File: config.mk
export PLATFORM = sky130hd
export DESIGN_NAME = sdmac_top
export DESIGN_NICKNAME = d
export VERILOG_FILES = /design/src/sdmac_pkg.sv /design/src/cpu_port.sv /design/src/scsi_sm.sv /design/src/dma_fifo.sv /design/src/sdmac_top.sv
export SDC_FILE = /design/constraint.sdc
export NUM_CORES = 1
export LEC_CHECK = 0
export ABC_CLOCK_PERIOD_IN_PS = 3350
export BUFFER_PORTS_ARGS = -buffer_cell sky130_fd_sc_hd__buf_2
export CAP_MARGIN = 20
export CORE_ASPECT_RATIO = 0.75
export CORE_UTILIZATION = 40
export DETAILED_ROUTE_END_ITERATION = 8
export SYNTH_ARGS = -nofsm -noshare
export SYNTH_HDL_FRONTEND = slang
export SYNTH_HIERARCHICAL = 1
export SYNTH_SLANG_ARGS = --single-unit
File: constraint.sdc
create_clock -name BCLK -period 3.35 [get_ports BCLK]
set_input_delay 0.335 -clock BCLK [delete_from_list [all_inputs] [get_ports BCLK]]
set_output_delay 0.335 -clock BCLK [all_outputs]
set_load 0.1 [all_outputs]
File: src/sdmac_pkg.sv
// SDMAC shared definitions
`default_nettype none

package sdmac_pkg;

    // Bus widths
    localparam int unsigned BYTE_W     = 8;
    localparam int unsigned LONG_W     = 32;
    localparam int unsigned REG_ADDR_W = 5;

    // Longword FIFO geometry
    localparam int unsigned FIFO_DEPTH = 8;
    localparam int unsigned FIFO_AW    = $clog2(FIFO_DEPTH);
    localparam int unsigned FIFO_CW    = FIFO_AW + 1;

    // Idle cycles after a DMA byte so the synchronized DREQ catches up
    localparam int unsigned DMA_GAP    = 3;
    localparam int unsigned GAP_W      = 2;

    // SCSI strobe engine states
    typedef enum logic [2:0] {
        ST_IDLE       = 3'd0,
        ST_REG_SETUP  = 3'd1,
        ST_REG_STROBE = 3'd2,
        ST_REG_DONE   = 3'd3,
        ST_DMA_STROBE = 3'd4,
        ST_DMA_HOLD   = 3'd5
    } scsi_state_e;

    // Transfer direction
    typedef enum logic {
        DIR_FROM_SCSI = 1'b0,
        DIR_TO_SCSI   = 1'b1
    } dma_dir_e;

    // Host register request, rw high for a read
    typedef struct packed {
        logic                  rw;
        logic [REG_ADDR_W-1:0] addr;
        logic [BYTE_W-1:0]     wdata;
    } reg_req_t;

    // Pins toward the SCSI chip, all active high
    typedef struct packed {
        logic                  cs;
        logic                  re;
        logic                  we;
        logic                  dack;
        logic [REG_ADDR_W-1:0] addr;
        logic [BYTE_W-1:0]     wdata;
        logic                  oe;
    } scsi_pins_t;

    // Byte engine commands to the FIFO
    typedef struct packed {
        logic s2f;
        logic f2s;
        logic inc_bo;
    } fifo_ctl_t;

endpackage

`default_nettype wire

File: src/cpu_port.sv
// Host register access port
`timescale 1ns/100ps
`default_nettype none

module cpu_port (
    input  logic                         BCLK,
    input  logic                         CRESET_,
    input  logic                         reg_req_valid_i,
    input  sdmac_pkg::reg_req_t          reg_req_i,
    input  logic                         cpu_done_i,
    input  logic [sdmac_pkg::BYTE_W-1:0] cpu_rdata_i,
    output logic                         reg_req_ready_o,
    output logic                         reg_ack_o,
    output logic [sdmac_pkg::BYTE_W-1:0] reg_rdata_o,
    output logic                         cpu_req_valid_o,
    output sdmac_pkg::reg_req_t          cpu_req_o
);

    import sdmac_pkg::*;

    reg_req_t          req_q;
    logic [BYTE_W-1:0] rdata_q;
    logic              open_q;
    logic              ack_pend_q;
    logic              accept;

    // One request open at a time
    assign reg_req_ready_o = !open_q;
    assign accept          = reg_req_valid_i && reg_req_ready_o;
    assign cpu_req_o       = req_q;
    assign reg_rdata_o     = rdata_q;

    always_ff @(posedge BCLK or negedge CRESET_) begin
        if (!CRESET_) begin
            open_q          <= 1'b0;
            cpu_req_valid_o <= 1'b0;
            ack_pend_q      <= 1'b0;
            reg_ack_o       <= 1'b0;
        end else begin
            ack_pend_q <= cpu_done_i && cpu_req_valid_o;
            reg_ack_o  <= ack_pend_q;
            if (accept) begin
                open_q          <= 1'b1;
                cpu_req_valid_o <= 1'b1;
            end else if (cpu_done_i) begin
                cpu_req_valid_o <= 1'b0;
            end
            // Port frees up together with the acknowledge
            if (ack_pend_q) begin
                open_q <= 1'b0;
            end
        end
    end

    always_ff @(posedge BCLK) begin
        if (accept) begin
            req_q <= reg_req_i;
        end
        if (cpu_done_i) begin
            rdata_q <= cpu_rdata_i;
        end
    end

    // Engine only finishes a request the port is holding
    assert property (@(posedge BCLK) disable iff (!CRESET_)
        cpu_done_i |-> cpu_req_valid_o);

endmodule

`default_nettype wire

File: src/scsi_sm.sv
// SCSI strobe state machine
`timescale 1ns/100ps
`default_nettype none

module scsi_sm (
    input  logic                         BCLK,
    input  logic                         CRESET_,
    input  sdmac_pkg::dma_dir_e          dma_dir_i,
    input  logic                         dma_en_i,
    input  logic                         dreq_n_i,
    input  logic [sdmac_pkg::BYTE_W-1:0] scsi_data_i,
    input  logic                         cpu_req_valid_i,
    input  sdmac_pkg::reg_req_t          cpu_req_i,
    input  logic                         fifo_full_i,
    input  logic                         fifo_empty_i,
    input  logic [sdmac_pkg::BYTE_W-1:0] fifo_byte_i,
    output logic                         cpu_done_o,
    output logic [sdmac_pkg::BYTE_W-1:0] cpu_rdata_o,
    output sdmac_pkg::scsi_pins_t        pins_o,
    output sdmac_pkg::fifo_ctl_t         fifo_ctl_o
);

    import sdmac_pkg::*;

    scsi_state_e      state_q;
    scsi_state_e      state_d;
    logic             strb_cnt_q;
    logic [GAP_W-1:0] gap_q;
    logic             dreq_meta_q;
    logic             dreq_n_q;
    logic             dma_go;
    scsi_pins_t       pins_d;
    fifo_ctl_t        ctl_d;

    // DREQ comes from another clock domain
    always_ff @(posedge BCLK or negedge CRESET_) begin
        if (!CRESET_) begin
            dreq_meta_q <= 1'b1;
            dreq_n_q    <= 1'b1;
        end else begin
            dreq_meta_q <= dreq_n_i;
            dreq_n_q    <= dreq_meta_q;
        end
    end

    // Room for a byte when reading the chip, a byte waiting when writing it
    assign dma_go = dma_en_i && !dreq_n_q && (gap_q == '0) &&
                    ((dma_dir_i == DIR_FROM_SCSI) ? !fifo_full_i : !fifo_empty_i);

    always_comb begin
        state_d = state_q;
        case (state_q)
            ST_IDLE: begin
                // Register access wins over the next DMA byte
                if (cpu_req_valid_i) begin
                    state_d = ST_REG_SETUP;
                end else if (dma_go) begin
                    state_d = ST_DMA_STROBE;
                end
            end
            ST_REG_SETUP: state_d = ST_REG_STROBE;
            ST_REG_STROBE: begin
                // Strobe is held for two cycles
                if (strb_cnt_q) begin
                    state_d = ST_REG_DONE;
                end
            end
            ST_REG_DONE:   state_d = ST_IDLE;
            ST_DMA_STROBE: state_d = ST_DMA_HOLD;
            ST_DMA_HOLD:   state_d = ST_IDLE;
            default:       state_d = ST_IDLE;
        endcase
    end

    // Pin values for the coming cycle, registered below
    always_comb begin
        pins_d = '0;
        ctl_d  = '0;
        case (state_d)
            ST_REG_SETUP, ST_REG_STROBE: begin
                pins_d.cs    = 1'b1;
                pins_d.addr  = cpu_req_i.addr;
                pins_d.wdata = cpu_req_i.wdata;
                pins_d.oe    = !cpu_req_i.rw;
                pins_d.re    = (state_d == ST_REG_STROBE) && cpu_req_i.rw;
                pins_d.we    = (state_d == ST_REG_STROBE) && !cpu_req_i.rw;
            end
            ST_DMA_STROBE, ST_DMA_HOLD: begin
                pins_d.dack  = 1'b1;
                pins_d.re    = (dma_dir_i == DIR_FROM_SCSI);
                pins_d.we    = (dma_dir_i == DIR_TO_SCSI);
                pins_d.oe    = (dma_dir_i == DIR_TO_SCSI);
                pins_d.wdata = fifo_byte_i;
            end
            default: begin
                pins_d = '0;
            end
        endcase

        // FIFO moves one byte in the cycle after the hold
        if (state_q == ST_DMA_HOLD) begin
            ctl_d.s2f    = (dma_dir_i == DIR_FROM_SCSI);
            ctl_d.f2s    = (dma_dir_i == DIR_TO_SCSI);
            ctl_d.inc_bo = 1'b1;
        end
    end

    always_ff @(posedge BCLK or negedge CRESET_) begin
        if (!CRESET_) begin
            state_q    <= ST_IDLE;
            strb_cnt_q <= 1'b0;
            gap_q      <= '0;
            pins_o     <= '0;
            fifo_ctl_o <= '0;
            cpu_done_o <= 1'b0;
        end else begin
            state_q    <= state_d;
            pins_o     <= pins_d;
            fifo_ctl_o <= ctl_d;
            cpu_done_o <= (state_d == ST_REG_DONE);
            strb_cnt_q <= (state_q == ST_REG_STROBE) && !strb_cnt_q;
            if (state_q == ST_DMA_HOLD) begin
                gap_q <= GAP_W'(DMA_GAP);
            end else if (gap_q != '0) begin
                gap_q <= gap_q - 1'b1;
            end
        end
    end

    // Read data is taken at the end of the second strobe cycle
    always_ff @(posedge BCLK) begin
        if ((state_q == ST_REG_STROBE) && strb_cnt_q && cpu_req_i.rw) begin
            cpu_rdata_o <= scsi_data_i;
        end
    end

    // Register and DMA cycles never share the chip
    assert property (@(posedge BCLK) disable iff (!CRESET_)
        !(pins_o.dack && pins_o.cs));

    assert property (@(posedge BCLK) disable iff (!CRESET_)
        !(pins_o.re && pins_o.we));

endmodule

`default_nettype wire

File: src/dma_fifo.sv
// Longword FIFO with byte packing
`timescale 1ns/100ps
`default_nettype none

module dma_fifo (
    input  logic                         BCLK,
    input  logic                         CRESET_,
    input  sdmac_pkg::dma_dir_e          dma_dir_i,
    input  logic                         host_in_valid_i,
    input  logic [sdmac_pkg::LONG_W-1:0] host_in_data_i,
    input  logic                         host_out_ready_i,
    input  logic [sdmac_pkg::BYTE_W-1:0] scsi_data_i,
    input  sdmac_pkg::fifo_ctl_t         fifo_ctl_i,
    output logic                         host_in_ready_o,
    output logic                         host_out_valid_o,
    output logic [sdmac_pkg::LONG_W-1:0] host_out_data_o,
    output logic [sdmac_pkg::BYTE_W-1:0] fifo_byte_o,
    output logic                         fifo_full_o,
    output logic                         fifo_empty_o
);

    import sdmac_pkg::*;

    logic [LONG_W-1:0]  mem_q [FIFO_DEPTH];
    logic [FIFO_AW-1:0] wr_ptr_q;
    logic [FIFO_AW-1:0] rd_ptr_q;
    logic [FIFO_CW-1:0] count_q;
    logic [1:0]         bo_q;
    logic [1:0]         lane;
    logic               bo_eq3;
    logic [BYTE_W-1:0]  byte_q;
    logic               from_scsi;
    logic               push;
    logic               pop;

    assign from_scsi = (dma_dir_i == DIR_FROM_SCSI);
    assign bo_eq3    = (bo_q == 2'd3);
    // Byte 0 sits in the top lane
    assign lane      = ~bo_q;

    // A partly filled longword is not counted
    assign fifo_full_o  = (count_q == FIFO_CW'(FIFO_DEPTH));
    assign fifo_empty_o = (count_q == '0);

    assign host_in_ready_o  = !from_scsi && !fifo_full_o;
    assign host_out_valid_o = from_scsi && !fifo_empty_o;
    assign host_out_data_o  = mem_q[rd_ptr_q];
    assign fifo_byte_o      = mem_q[rd_ptr_q][{lane, 3'b000} +: BYTE_W];

    assign push = from_scsi ? (fifo_ctl_i.s2f && fifo_ctl_i.inc_bo && bo_eq3)
                            : (host_in_valid_i && host_in_ready_o);
    assign pop  = from_scsi ? (host_out_valid_o && host_out_ready_i)
                            : (fifo_ctl_i.f2s && fifo_ctl_i.inc_bo && bo_eq3);

    // Chip data is sampled during the hold cycle and written a cycle later
    always_ff @(posedge BCLK) begin
        byte_q <= scsi_data_i;
        if (from_scsi && fifo_ctl_i.s2f) begin
            mem_q[wr_ptr_q][{lane, 3'b000} +: BYTE_W] <= byte_q;
        end else if (!from_scsi && push) begin
            mem_q[wr_ptr_q] <= host_in_data_i;
        end
    end

    always_ff @(posedge BCLK or negedge CRESET_) begin
        if (!CRESET_) begin
            wr_ptr_q <= '0;
            rd_ptr_q <= '0;
            count_q  <= '0;
            bo_q     <= '0;
        end else begin
            if (push) begin
                wr_ptr_q <= wr_ptr_q + 1'b1;
            end
            if (pop) begin
                rd_ptr_q <= rd_ptr_q + 1'b1;
            end
            if (push && !pop) begin
                count_q <= count_q + 1'b1;
            end else if (pop && !push) begin
                count_q <= count_q - 1'b1;
            end
            if (fifo_ctl_i.inc_bo) begin
                bo_q <= bo_q + 1'b1;
            end
        end
    end

    // Byte engine must have checked full before starting the last byte
    assert property (@(posedge BCLK) disable iff (!CRESET_)
        push |-> !fifo_full_o);

endmodule

`default_nettype wire

File: src/sdmac_top.sv
// SCSI DMA controller top level
`timescale 1ns/100ps
`default_nettype none

module sdmac_top (
    input  logic                         BCLK,
    input  logic                         CRESET_,
    input  sdmac_pkg::dma_dir_e          dma_dir_i,
    input  logic                         dma_en_i,
    input  logic                         reg_req_valid_i,
    input  sdmac_pkg::reg_req_t          reg_req_i,
    input  logic                         host_in_valid_i,
    input  logic [sdmac_pkg::LONG_W-1:0] host_in_data_i,
    input  logic                         host_out_ready_i,
    input  logic                         dreq_n_i,
    input  logic [sdmac_pkg::BYTE_W-1:0] scsi_data_i,
    output logic                         reg_req_ready_o,
    output logic                         reg_ack_o,
    output logic [sdmac_pkg::BYTE_W-1:0] reg_rdata_o,
    output logic                         host_in_ready_o,
    output logic                         host_out_valid_o,
    output logic [sdmac_pkg::LONG_W-1:0] host_out_data_o,
    output sdmac_pkg::scsi_pins_t        scsi_pins_o
);

    import sdmac_pkg::*;

    reg_req_t          cpu_req;
    logic              cpu_req_valid;
    logic              cpu_done;
    logic [BYTE_W-1:0] cpu_rdata;
    logic [BYTE_W-1:0] fifo_byte;
    logic              fifo_full;
    logic              fifo_empty;
    fifo_ctl_t         fifo_ctl;

    cpu_port u_cpu_port (
        .BCLK            (BCLK),
        .CRESET_         (CRESET_),
        .reg_req_valid_i (reg_req_valid_i),
        .reg_req_i       (reg_req_i),
        .cpu_done_i      (cpu_done),
        .cpu_rdata_i     (cpu_rdata),
        .reg_req_ready_o (reg_req_ready_o),
        .reg_ack_o       (reg_ack_o),
        .reg_rdata_o     (reg_rdata_o),
        .cpu_req_valid_o (cpu_req_valid),
        .cpu_req_o       (cpu_req)
    );

    scsi_sm u_scsi_sm (
        .BCLK            (BCLK),
        .CRESET_         (CRESET_),
        .dma_dir_i       (dma_dir_i),
        .dma_en_i        (dma_en_i),
        .dreq_n_i        (dreq_n_i),
        .scsi_data_i     (scsi_data_i),
        .cpu_req_valid_i (cpu_req_valid),
        .cpu_req_i       (cpu_req),
        .fifo_full_i     (fifo_full),
        .fifo_empty_i    (fifo_empty),
        .fifo_byte_i     (fifo_byte),
        .cpu_done_o      (cpu_done),
        .cpu_rdata_o     (cpu_rdata),
        .pins_o          (scsi_pins_o),
        .fifo_ctl_o      (fifo_ctl)
    );

    dma_fifo u_dma_fifo (
        .BCLK             (BCLK),
        .CRESET_          (CRESET_),
        .dma_dir_i        (dma_dir_i),
        .host_in_valid_i  (host_in_valid_i),
        .host_in_data_i   (host_in_data_i),
        .host_out_ready_i (host_out_ready_i),
        .scsi_data_i      (scsi_data_i),
        .fifo_ctl_i       (fifo_ctl),
        .host_in_ready_o  (host_in_ready_o),
        .host_out_valid_o (host_out_valid_o),
        .host_out_data_o  (host_out_data_o),
        .fifo_byte_o      (fifo_byte),
        .fifo_full_o      (fifo_full),
        .fifo_empty_o     (fifo_empty)
    );

endmodule

`default_nettype wire

# == Word-level counts from Yosys, hierarchy flattened ==
# Memory sizes are Yosys's and may differ from the RTL's.
# Index checks and enable logic that the tools add are counted.
# W data, S select, Z words.
# word_totals
reg_bits,84
latchBits,0
ramBits,256
romBits,0
inputBits,62
output_inout_bits,62
elab_cells,184
memories,1
# classes
addsub,7
mul,0
div,0
order_cmp,0
eq_ne,11
shifts,3
mux,58
n_bitwise,34
n_reduce_logical,40
# memory_table
memory,depth,width,rd,rd_ports_with_merged_regs,write_ports,line,source
u_dma_fifo.mem_q,8,32,1,0,1,dma_fifo.sv:24,logic [LONG_W-1:0] mem_q [FIFO_DEPTH];
# ops
cell,n
$mux W1,45
$mux W32,1
$or A1 B1 Y1,32
$shift A8 B7 Y32 const A,1
$shiftx A32 B6 Y8,1
$shiftx A8 B7 Y32,1
$logic_and A1 B1 Y1,22
$pmux W9 S2,1
$eq A3 B3 Y1 const B,4
$mux W3,4
$pmux W3 S4,1
$reduce_bool A2 Y1,5
$eq A3 B2 Y1 const B,3
$logic_not A1 Y1,8
$mux W4,2
$neg A5 Y7,1
$add A3 B1 Y3 const B,2
$eq A3 B1 Y1 const B,2
$mux W5,1
$add A4 B1 Y4 const B,1
$eq A4 B4 Y1 const B,1
$logic_not A4 Y1,1
$mux W2,2
$pmux W2 S2,1
9 further kinds,10

# == Logic depth before layout (Yosys ltp) ==
# Gate-level depths: netlist of run 1.
# depth
word_depth,10
ltp_mapped,12
depth_no_buf,11

# == Hierarchy ==
# Netlist of run 1, hierarchy kept.
# by_module_without_submodules
module,instances,cells_per_inst,area_per_inst_um2,seq_area_each_um2
dma_fifo,1,625,11300.8,8147.8
scsi_sm,1,97,1420.1,993.5
cpu_port,1,33,797.0,760.7

# == Least setup slack after synthesis of run 1 ==
# OpenSTA, ideal clock, no wires.
# synth_timing
path_type,register -> register
startpoint,reg u_dma_fifo.count_q[0]
endpoint,reg u_dma_fifo.count_q[3]
setup_time_ns,0.080
arrival_time_ns,2.430
t_required_ns,3.270
slack_ns,0.840
stages_incl_launch_ff,11
n_path_buf,0
synth_period_minus_slack_ns,2.510
cell_sequence,dfrtp_1 > nor4_1 > o21ai_0 > inv_1 > ha_1 > inv_1 > ha_1 > a21o_1 > a21oi_1 > mux2i_1 > xnor2_1
# synth_via
elab_chain_len,8
word_cells_on_any_way,19
classes_between,2 x add/sub; 1 x eq/ne; 4 x mux; 12 x reduce/logical
# synth_lines
element,line,source
start: declaration,dma_fifo.sv:27,logic [FIFO_CW-1:0] count_q;
start signal: assignment,dma_fifo.sv:79,count_q <= count_q + 1'b1;
start signal: assignment,dma_fifo.sv:81,count_q <= count_q - 1'b1;
$logic_not A4 Y1 (*),dma_fifo.sv:43,assign fifo_empty_o = (count_q == '0);
net fifo_empty,sdmac_top.sv:34,logic fifo_empty;
$logic_not A1 Y1 (*),dma_fifo.sv:46,assign host_out_valid_o = from_scsi && !fifo_empty_o;
$logic_and A1 B1 Y1 (*),dma_fifo.sv:46,
$logic_and A1 B1 Y1 (*),dma_fifo.sv:52,assign pop = from_scsi ? (host_out_valid_o && host_out_ready_i)
$mux W1 (*),dma_fifo.sv:52,
$logic_not A1 Y1,dma_fifo.sv:78,if (push && !pop) begin
$logic_and A1 B1 Y1,dma_fifo.sv:78,
$mux W4 / $reduce_bool A2 Y1 (equally long branches),-,
# The timed path passes the listed nets; every way through them passes the cells marked *. The select of a mux whose other input is x is not followed.
# A chain may end at the register's enable or synchronous reset.

# == Worst setup path after layout of run 1 ==
# layout_timing
startpoint,reg u_dma_fifo.rd_ptr_q[2]
endpoint,out host_out_data_o[20] in the netlist's numbering
# layout_via
elab_chain_len,1
# layout_lines
element,line,source
start: declaration,dma_fifo.sv:26,logic [FIFO_AW-1:0] rd_ptr_q;
start signal: assignment,dma_fifo.sv:76,rd_ptr_q <= rd_ptr_q + 1'b1;
$mem_v2 Z8 W32,-,
end: declaration,sdmac_top.sv:22,"output logic [sdmac_pkg::LONG_W-1:0] host_out_data_o,"
# Every way passes these cells.

==> results of run 1 <==
-- cell usage after synthesis, drive strengths merged, types with 2 or more instances --
| library cell | number | area, sq um |
|---|---|---|
| edfxtp | 286 | 8590 |
| nand2 | 78 | 293 |
| mux4 | 64 | 1440 |
| nor2 | 52 | 195 |
| dfrtp | 44 | 1100 |
| mux2 | 35 | 394 |
| o21ai | 34 | 170 |
| buf | 22 | 159 |
| o22ai | 19 | 119 |
| clkbuf | 14 | 52.6 |
| inv | 13 | 48.8 |
| ha | 11 | 138 |
| a21oi | 9 | 52.6 |
| a32o | 8 | 80.1 |
| and2 | 8 | 52.6 |
| dfxtp | 8 | 160 |
| xnor2 | 6 | 52.6 |
| nand3b | 4 | 30.0 |
| xor2 | 4 | 35.0 |
| nor2b | 3 | 18.8 |
| nor3b | 3 | 33.8 |
| a21o | 2 | 15.0 |
| dfstp | 2 | 52.6 |
| mux2i | 2 | 20.0 |
| nand2b | 2 | 12.5 |
| nor3 | 2 | 10.0 |
| nor4b | 2 | 32.5 |
| o21ba | 2 | 26.3 |
| o21bai | 2 | 15.0 |
| or3 | 2 | 12.5 |
-- cell type report --
class	count	area, sq um
clock inverter	19	158
timing repair buffer	205	1340
multi-input combinational	366	3360
tap	442	553
sequential	340	9910
inverter	13	48.8
clock buffer	41	951
antenna	1	2.50
fill	2761	16500
-- stage by stage --
step	hold slack, ps	area [sq um]	instances	utilization	worst slack [ps]
3_3_place_gp	349	15000	1341	0.456	667
3_5_place_dp	349	15000	1341	0.456	603
5_1_grt	111	16300	1427	0.498	278
2_1_floorplan	39.4	13500	755	-	840
6_report	112	16300	1427	0.498	491
4_1_cts	28.6	16300	1424	0.497	467
-- worst register-to-register path, stage by stage, from the launching register on --
cell and delay (ps):
dfrtp_1 550, ha_1 380, nand4_1 110, o21ai_0 220, inv_1 100, ha_1 230
inv_1 150, ha_1 260, a21o_1 170, a21oi_1 170, mux2i_1 230, xnor2_1 130
-- cell families (layout without fill, tap and decap cells) --
| logic type | Yosys count | count (layout) | synth area share |
|---|---|---|---|
| flip-flops | 340 | 340 | 0.733 |
| AO/OA/AOI/OAI | 80 | 80 | 0.0378 |
| adder cells (fa/ha/maj) | 12 | 12 | 0.0117 |
| buffers and inverters | 49 | 278 | 0.0193 |
| XOR/XNOR | 10 | 10 | 0.00648 |
| multiplexers | 101 | 101 | 0.137 |
| other | 0 | 1 | 0 |
| AND/OR/NAND/NOR | 163 | 163 | 0.0551 |
-- what timing repair did --
| action | 4_1_cts | 5_1_grt |
|---|---|---|
| hold buffers | 23 | 1 |
| hold endpoints to repair | 30 | 44 |
| endpoints found under the setup margin | 0 | 0 |
| setup buffers | 0 | 0 |
-- sequential cells by signal (all words and copies together), names as in the netlist, 2 cells and up --
register / flops
u_cpu_port/reg_rdata_o: 8
u_scsi_sm/pins_o: 18
u_scsi_sm/fifo_ctl_o: 3
u_cpu_port/cpu_req_o: 14
u_scsi_sm/state_q: 3
u_dma_fifo/bo_q: 2
u_dma_fifo/wr_ptr_q: 3
u_dma_fifo/rd_ptr_q: 3
u_dma_fifo/byte_q: 8
u_scsi_sm/gap_q: 2
u_dma_fifo/count_q: 4
u_dma_fifo/mem_q: 256
u_scsi_sm/cpu_rdata_o: 8
-- routing by layer --
metal / GRT usage / wire [microns] / vias to the layer above
li1: - / - / 3346
met1: 0.286 / 14400 / 3819
met2: 0.294 / 15200 / 258
met3: 0.0341 / 2370 / 43
met4: 0.0500 / 558 / 0
met5: 0 / 0 / -
-- placed cells by master, fill, tap and decap left out, types with 6 or more instances in the layout --
| cell | n |
|---|---|
| a21oi_1 | 7 |
| a32o_1 | 8 |
| and2_1 | 6 |
| buf_2 | 123 |
| buf_4 | 54 |
| clkbuf_16 | 37 |
| clkinv_2 | 10 |
| dfrtp_1 | 41 |
| dfxtp_1 | 8 |
| dlygate4sd3_1 | 24 |
| edfxtp_1 | 286 |
| ha_1 | 11 |
| inv_1 | 12 |
| mux2_2 | 35 |
| mux4_2 | 64 |
| nand2_1 | 78 |
| nor2_1 | 51 |
| o21ai_0 | 33 |
| o22ai_1 | 19 |
| xnor2_1 | 6 |
-- final timing paths --
kind / start / endpoint / slack (ps) / cells past startpoint
max in group asynchronous: CRESET_ / u_scsi_sm/dreq_meta_q / 2650 / 3
max reg2reg: u_dma_fifo/bo_q[0] / u_dma_fifo/count_q[3] / 560 / 11
max: u_dma_fifo/rd_ptr_q[2] / host_out_data_o[20] / 490 / 4
min: reg_req_valid_i / u_cpu_port/open_q / 110 / 3
min reg2reg: u_scsi_sm/dreq_meta_q / u_scsi_sm/dreq_n_q / 360 / 0
min in group asynchronous: CRESET_ / u_scsi_sm/pins_o[10] / 180 / 2
==> results.cfg, run 1 <==
[outcome]
outcome = completed

[critical_path]
cp.arrival_ps = 2520
critical-path-top-delay-family = multiplexers
crit_type = register to primary output
crit_required_ps = 3010
slowest_stage = dfrtp_2
critPathBufInv = 2
cpPeakStageDelay_ps = 670
crit_fanout = 33
crit_chain = buf_12, mux4_2, mux2_2, buf_2
start_kind = register
end_kind = primary output

[job]
drv_cap = 0

[logic_synthesis]
syn_nets = 829
synth_flop_cell = edfxtp_1
avgSynthCellArea_sq_um = 17.9
seq_area_frac_synth = 0.733
synth.distinct_cells = 52
ys_warn_count = 6
ys_ff_latch = 340
synth_cells = 755
synth-edff-count = 286
async_reset_ff_frac = 0.135
synth_area_sq_mm = 0.0135

[detailed_routing]
ant_nets = 0
drcViolationCount = 0
vias = 7466
dr.pass1.iters = 5
finalWirelength_mm = 32.5
via_per_inst = 5.23
wl_per_cell_microns = 22.8
drtIter0Drc = 718

[floorplan]
die_x_microns = 214
die_y_microns = 161
die_area_sq_mm = 0.0345
rows = 57
io_pins = 124
start_util = 0.412
core_sq_mm = 0.0328

[global_route]
grt_max_degree = 47
grt_use_total = 0.192
grt_overflow = 0
grt_pass1_vias = 7698
grt_first_pass_wirelength_mm = 48.3
antenna_found_initial = 3

[cts]
cts_resized = 0
cts_tree = yes
cts_buffer_depth = 3
htreeDepth = 2
cts-root-buf = clkbuf_16
cts_buffers = 34
cts.sinks = 340
clk_latency_ps = 530
clkSlewWorstSetupHoldPaths_ps = 60

[placed_design]
place.gp.congestion = 0.797
portBuffers = 123
dpl.hpwl_mm = 21.9

[cells_and_area]
syn2layout_area_growth_pct = 20.8
drive_above_1_share = 0.357
nNetsFinal = 1034

[sta]
fin_skew_ps = 13.1
fmax_ghz = 0.350
finalCritPeriodShare = 0.853
period_needed_ps = 2860
rsz0062_at_grt = no
drv_slew = 0
maxSlewHeadroom = 0.358
timing.setup.tns_ps = 0
worst_pin_slew_ps = 960
setup_violations = 0
hold_viol_final = 0

[min_path]
hp-class = input port to register
Power of run 1 is left out: the tool's default activity adds up to more than one toggle a clock period on the data nets, which glitch-free logic cannot reach.
==> run 2: changes to the inputs <==
--- a/config.mk
+++ b/config.mk
@@ -5,7 +5,7 @@
 export SDC_FILE = /design/constraint.sdc
 export NUM_CORES = 1
 export LEC_CHECK = 0
-export ABC_CLOCK_PERIOD_IN_PS = 3350
+export ABC_CLOCK_PERIOD_IN_PS = 2850
 export BUFFER_PORTS_ARGS = -buffer_cell sky130_fd_sc_hd__buf_2
 export CAP_MARGIN = 20
 export CORE_ASPECT_RATIO = 0.75
==> constraint.sdc (replaced) <==
create_clock -name BCLK -period 2.85 [get_ports BCLK]
set_input_delay 0.285 -clock BCLK [delete_from_list [all_inputs] [get_ports BCLK]]
set_output_delay 0.285 -clock BCLK [all_outputs]
set_load 0.1 [all_outputs]
==> results.cfg, run 2 (synthesized netlist as in run 1, its figures left out) <==
[outcome]
outcome = completed

[global_route]
grt_overflow = 0
antenna_found_initial = 1
grt_use_total = 0.191
grt_max_degree = 39
grt_first_pass_wirelength_mm = 48.4
grt_pass1_vias = 7445

[floorplan]
die_area_sq_mm = 0.0345
die_x_microns = 214
start_util = 0.412
core_sq_mm = 0.0328
io_pins = 124
rows = 57
die_y_microns = 161

[cells_and_area]
layout_common_cells = edfxtp_1, buf_2, nand2_1
regMostFlops = u_dma_fifo/mem_q
register_area_sq_mm = 0.00991
largest_reg_flops = 256
fillers = 2819
drive_above_1_share = 0.346
final_common_cell = edfxtp_1
multi_input_area_sq_mm = 0.00336
nNetsFinal = 1028
antenna_cells = 0
syn2layout_area_growth_pct = 20.6

[detailed_routing]
ant_nets = 0
vias = 7474
via_per_inst = 5.26
drtIter0Drc = 814
finalWirelength_mm = 32.7
dr.pass1.iters = 5
wl_per_cell_microns = 23.1
drcViolationCount = 0

[sta]
rsz0062_at_grt = yes
period_needed_ps = 2770
setup_violations = 0
timing.setup.tns_ps = 0
fmax_ghz = 0.361
hold_viol_final = 0
drv_slew = 0
finalCritPeriodShare = 0.971
worst_pin_slew_ps = 1100
maxSlewHeadroom = 0.266
fin_skew_ps = 9.07

[critical_path]
end_kind = primary output
crit_required_ps = 2570
crit_type = register to primary output
start_kind = register
crit_fanout = 28
cp.arrival_ps = 2480

[cts]
cts_tree = yes
cts.sinks = 340
cts_setup_buffers = 0
clkSlewWorstSetupHoldPaths_ps = 70
cts_buffer_depth = 3
clk_latency_ps = 570
cts-root-buf = clkbuf_16
htreeDepth = 1
cts_buffers = 31

[min_path]
hp-class = input port to register

[placed_design]
dpl.hpwl_mm = 22.2
portBuffers = 123
place.gp.congestion = 0.824

[job]
drv_cap = 0
## run 2: layer usage
layer | up-vias | GRT usage | wire, microns | part of all wire
met5 | - | 0 | 0 | 0
met1 | 3869 | 0.289 | 15100 | 0.46
li1 | 3331 | - | - | -
met4 | 0 | 0.0331 | 460 | 0.014
met2 | 244 | 0.286 | 14800 | 0.45
met3 | 30 | 0.0444 | 2430 | 0.074
## run 2: final timing paths
path | from | endpoint | slack (ps) | cells past startpoint
setup / recovery | u_dma_fifo/rd_ptr_q[0] | host_out_data_o[20] | 80 | 4
max in group asynchronous | CRESET_ | u_scsi_sm/dreq_meta_q | 1710 | 3
hold reg to reg | u_scsi_sm/dreq_meta_q | u_scsi_sm/dreq_n_q | 360 | 0
min in group asynchronous | CRESET_ | u_scsi_sm/pins_o[17] | 380 | 2
setup reg to reg | u_dma_fifo/bo_q[1] | u_dma_fifo/count_q[3] | 230 | 10
hold / removal | dma_dir_i | u_scsi_sm/fifo_ctl_o[2] | 40 | 2
## run 2: critical path, stage by stage (launching register included)
cell and delay, ps:
dfrtp_4 460, buf_12 250, mux4_2 540, mux2_2 340
clkbuf_4 300
## run 2: per-stage QoR
stage                      util  worst slack (ps)  area, sq um  hold slack [ps]  std cells
after detailed placement  0.456               272        15000              347       1338
after global placement    0.456               308        15000              348       1338
after floorplan               -               340        13500            -10.6        755
after global routing      0.497             -23.4        16300             53.1       1420
final                     0.497              83.1        16300             41.7       1420
after CTS                 0.495              3.15        16200             13.7       1420
## run 2: area by class of cell
class,instances,area share
repair buffers,202,0.0866
multi-input cells,366,0.206
clock inverters,15,0.00952
flip-flops and latches,340,0.608
well taps,442,0.0339
inverters,13,0.00299
clock buffers,42,0.0526
## run 2: timing repair
item | in CTS | in global routing
gates resized for setup | 9 | 27
endpoints found under the hold margin | 66 | 0
endpoints found under the setup margin | 11 | 18
gates cloned | 0 | 0
hold buffers | 25 | 0
Power of run 2 is left out for the same reason.
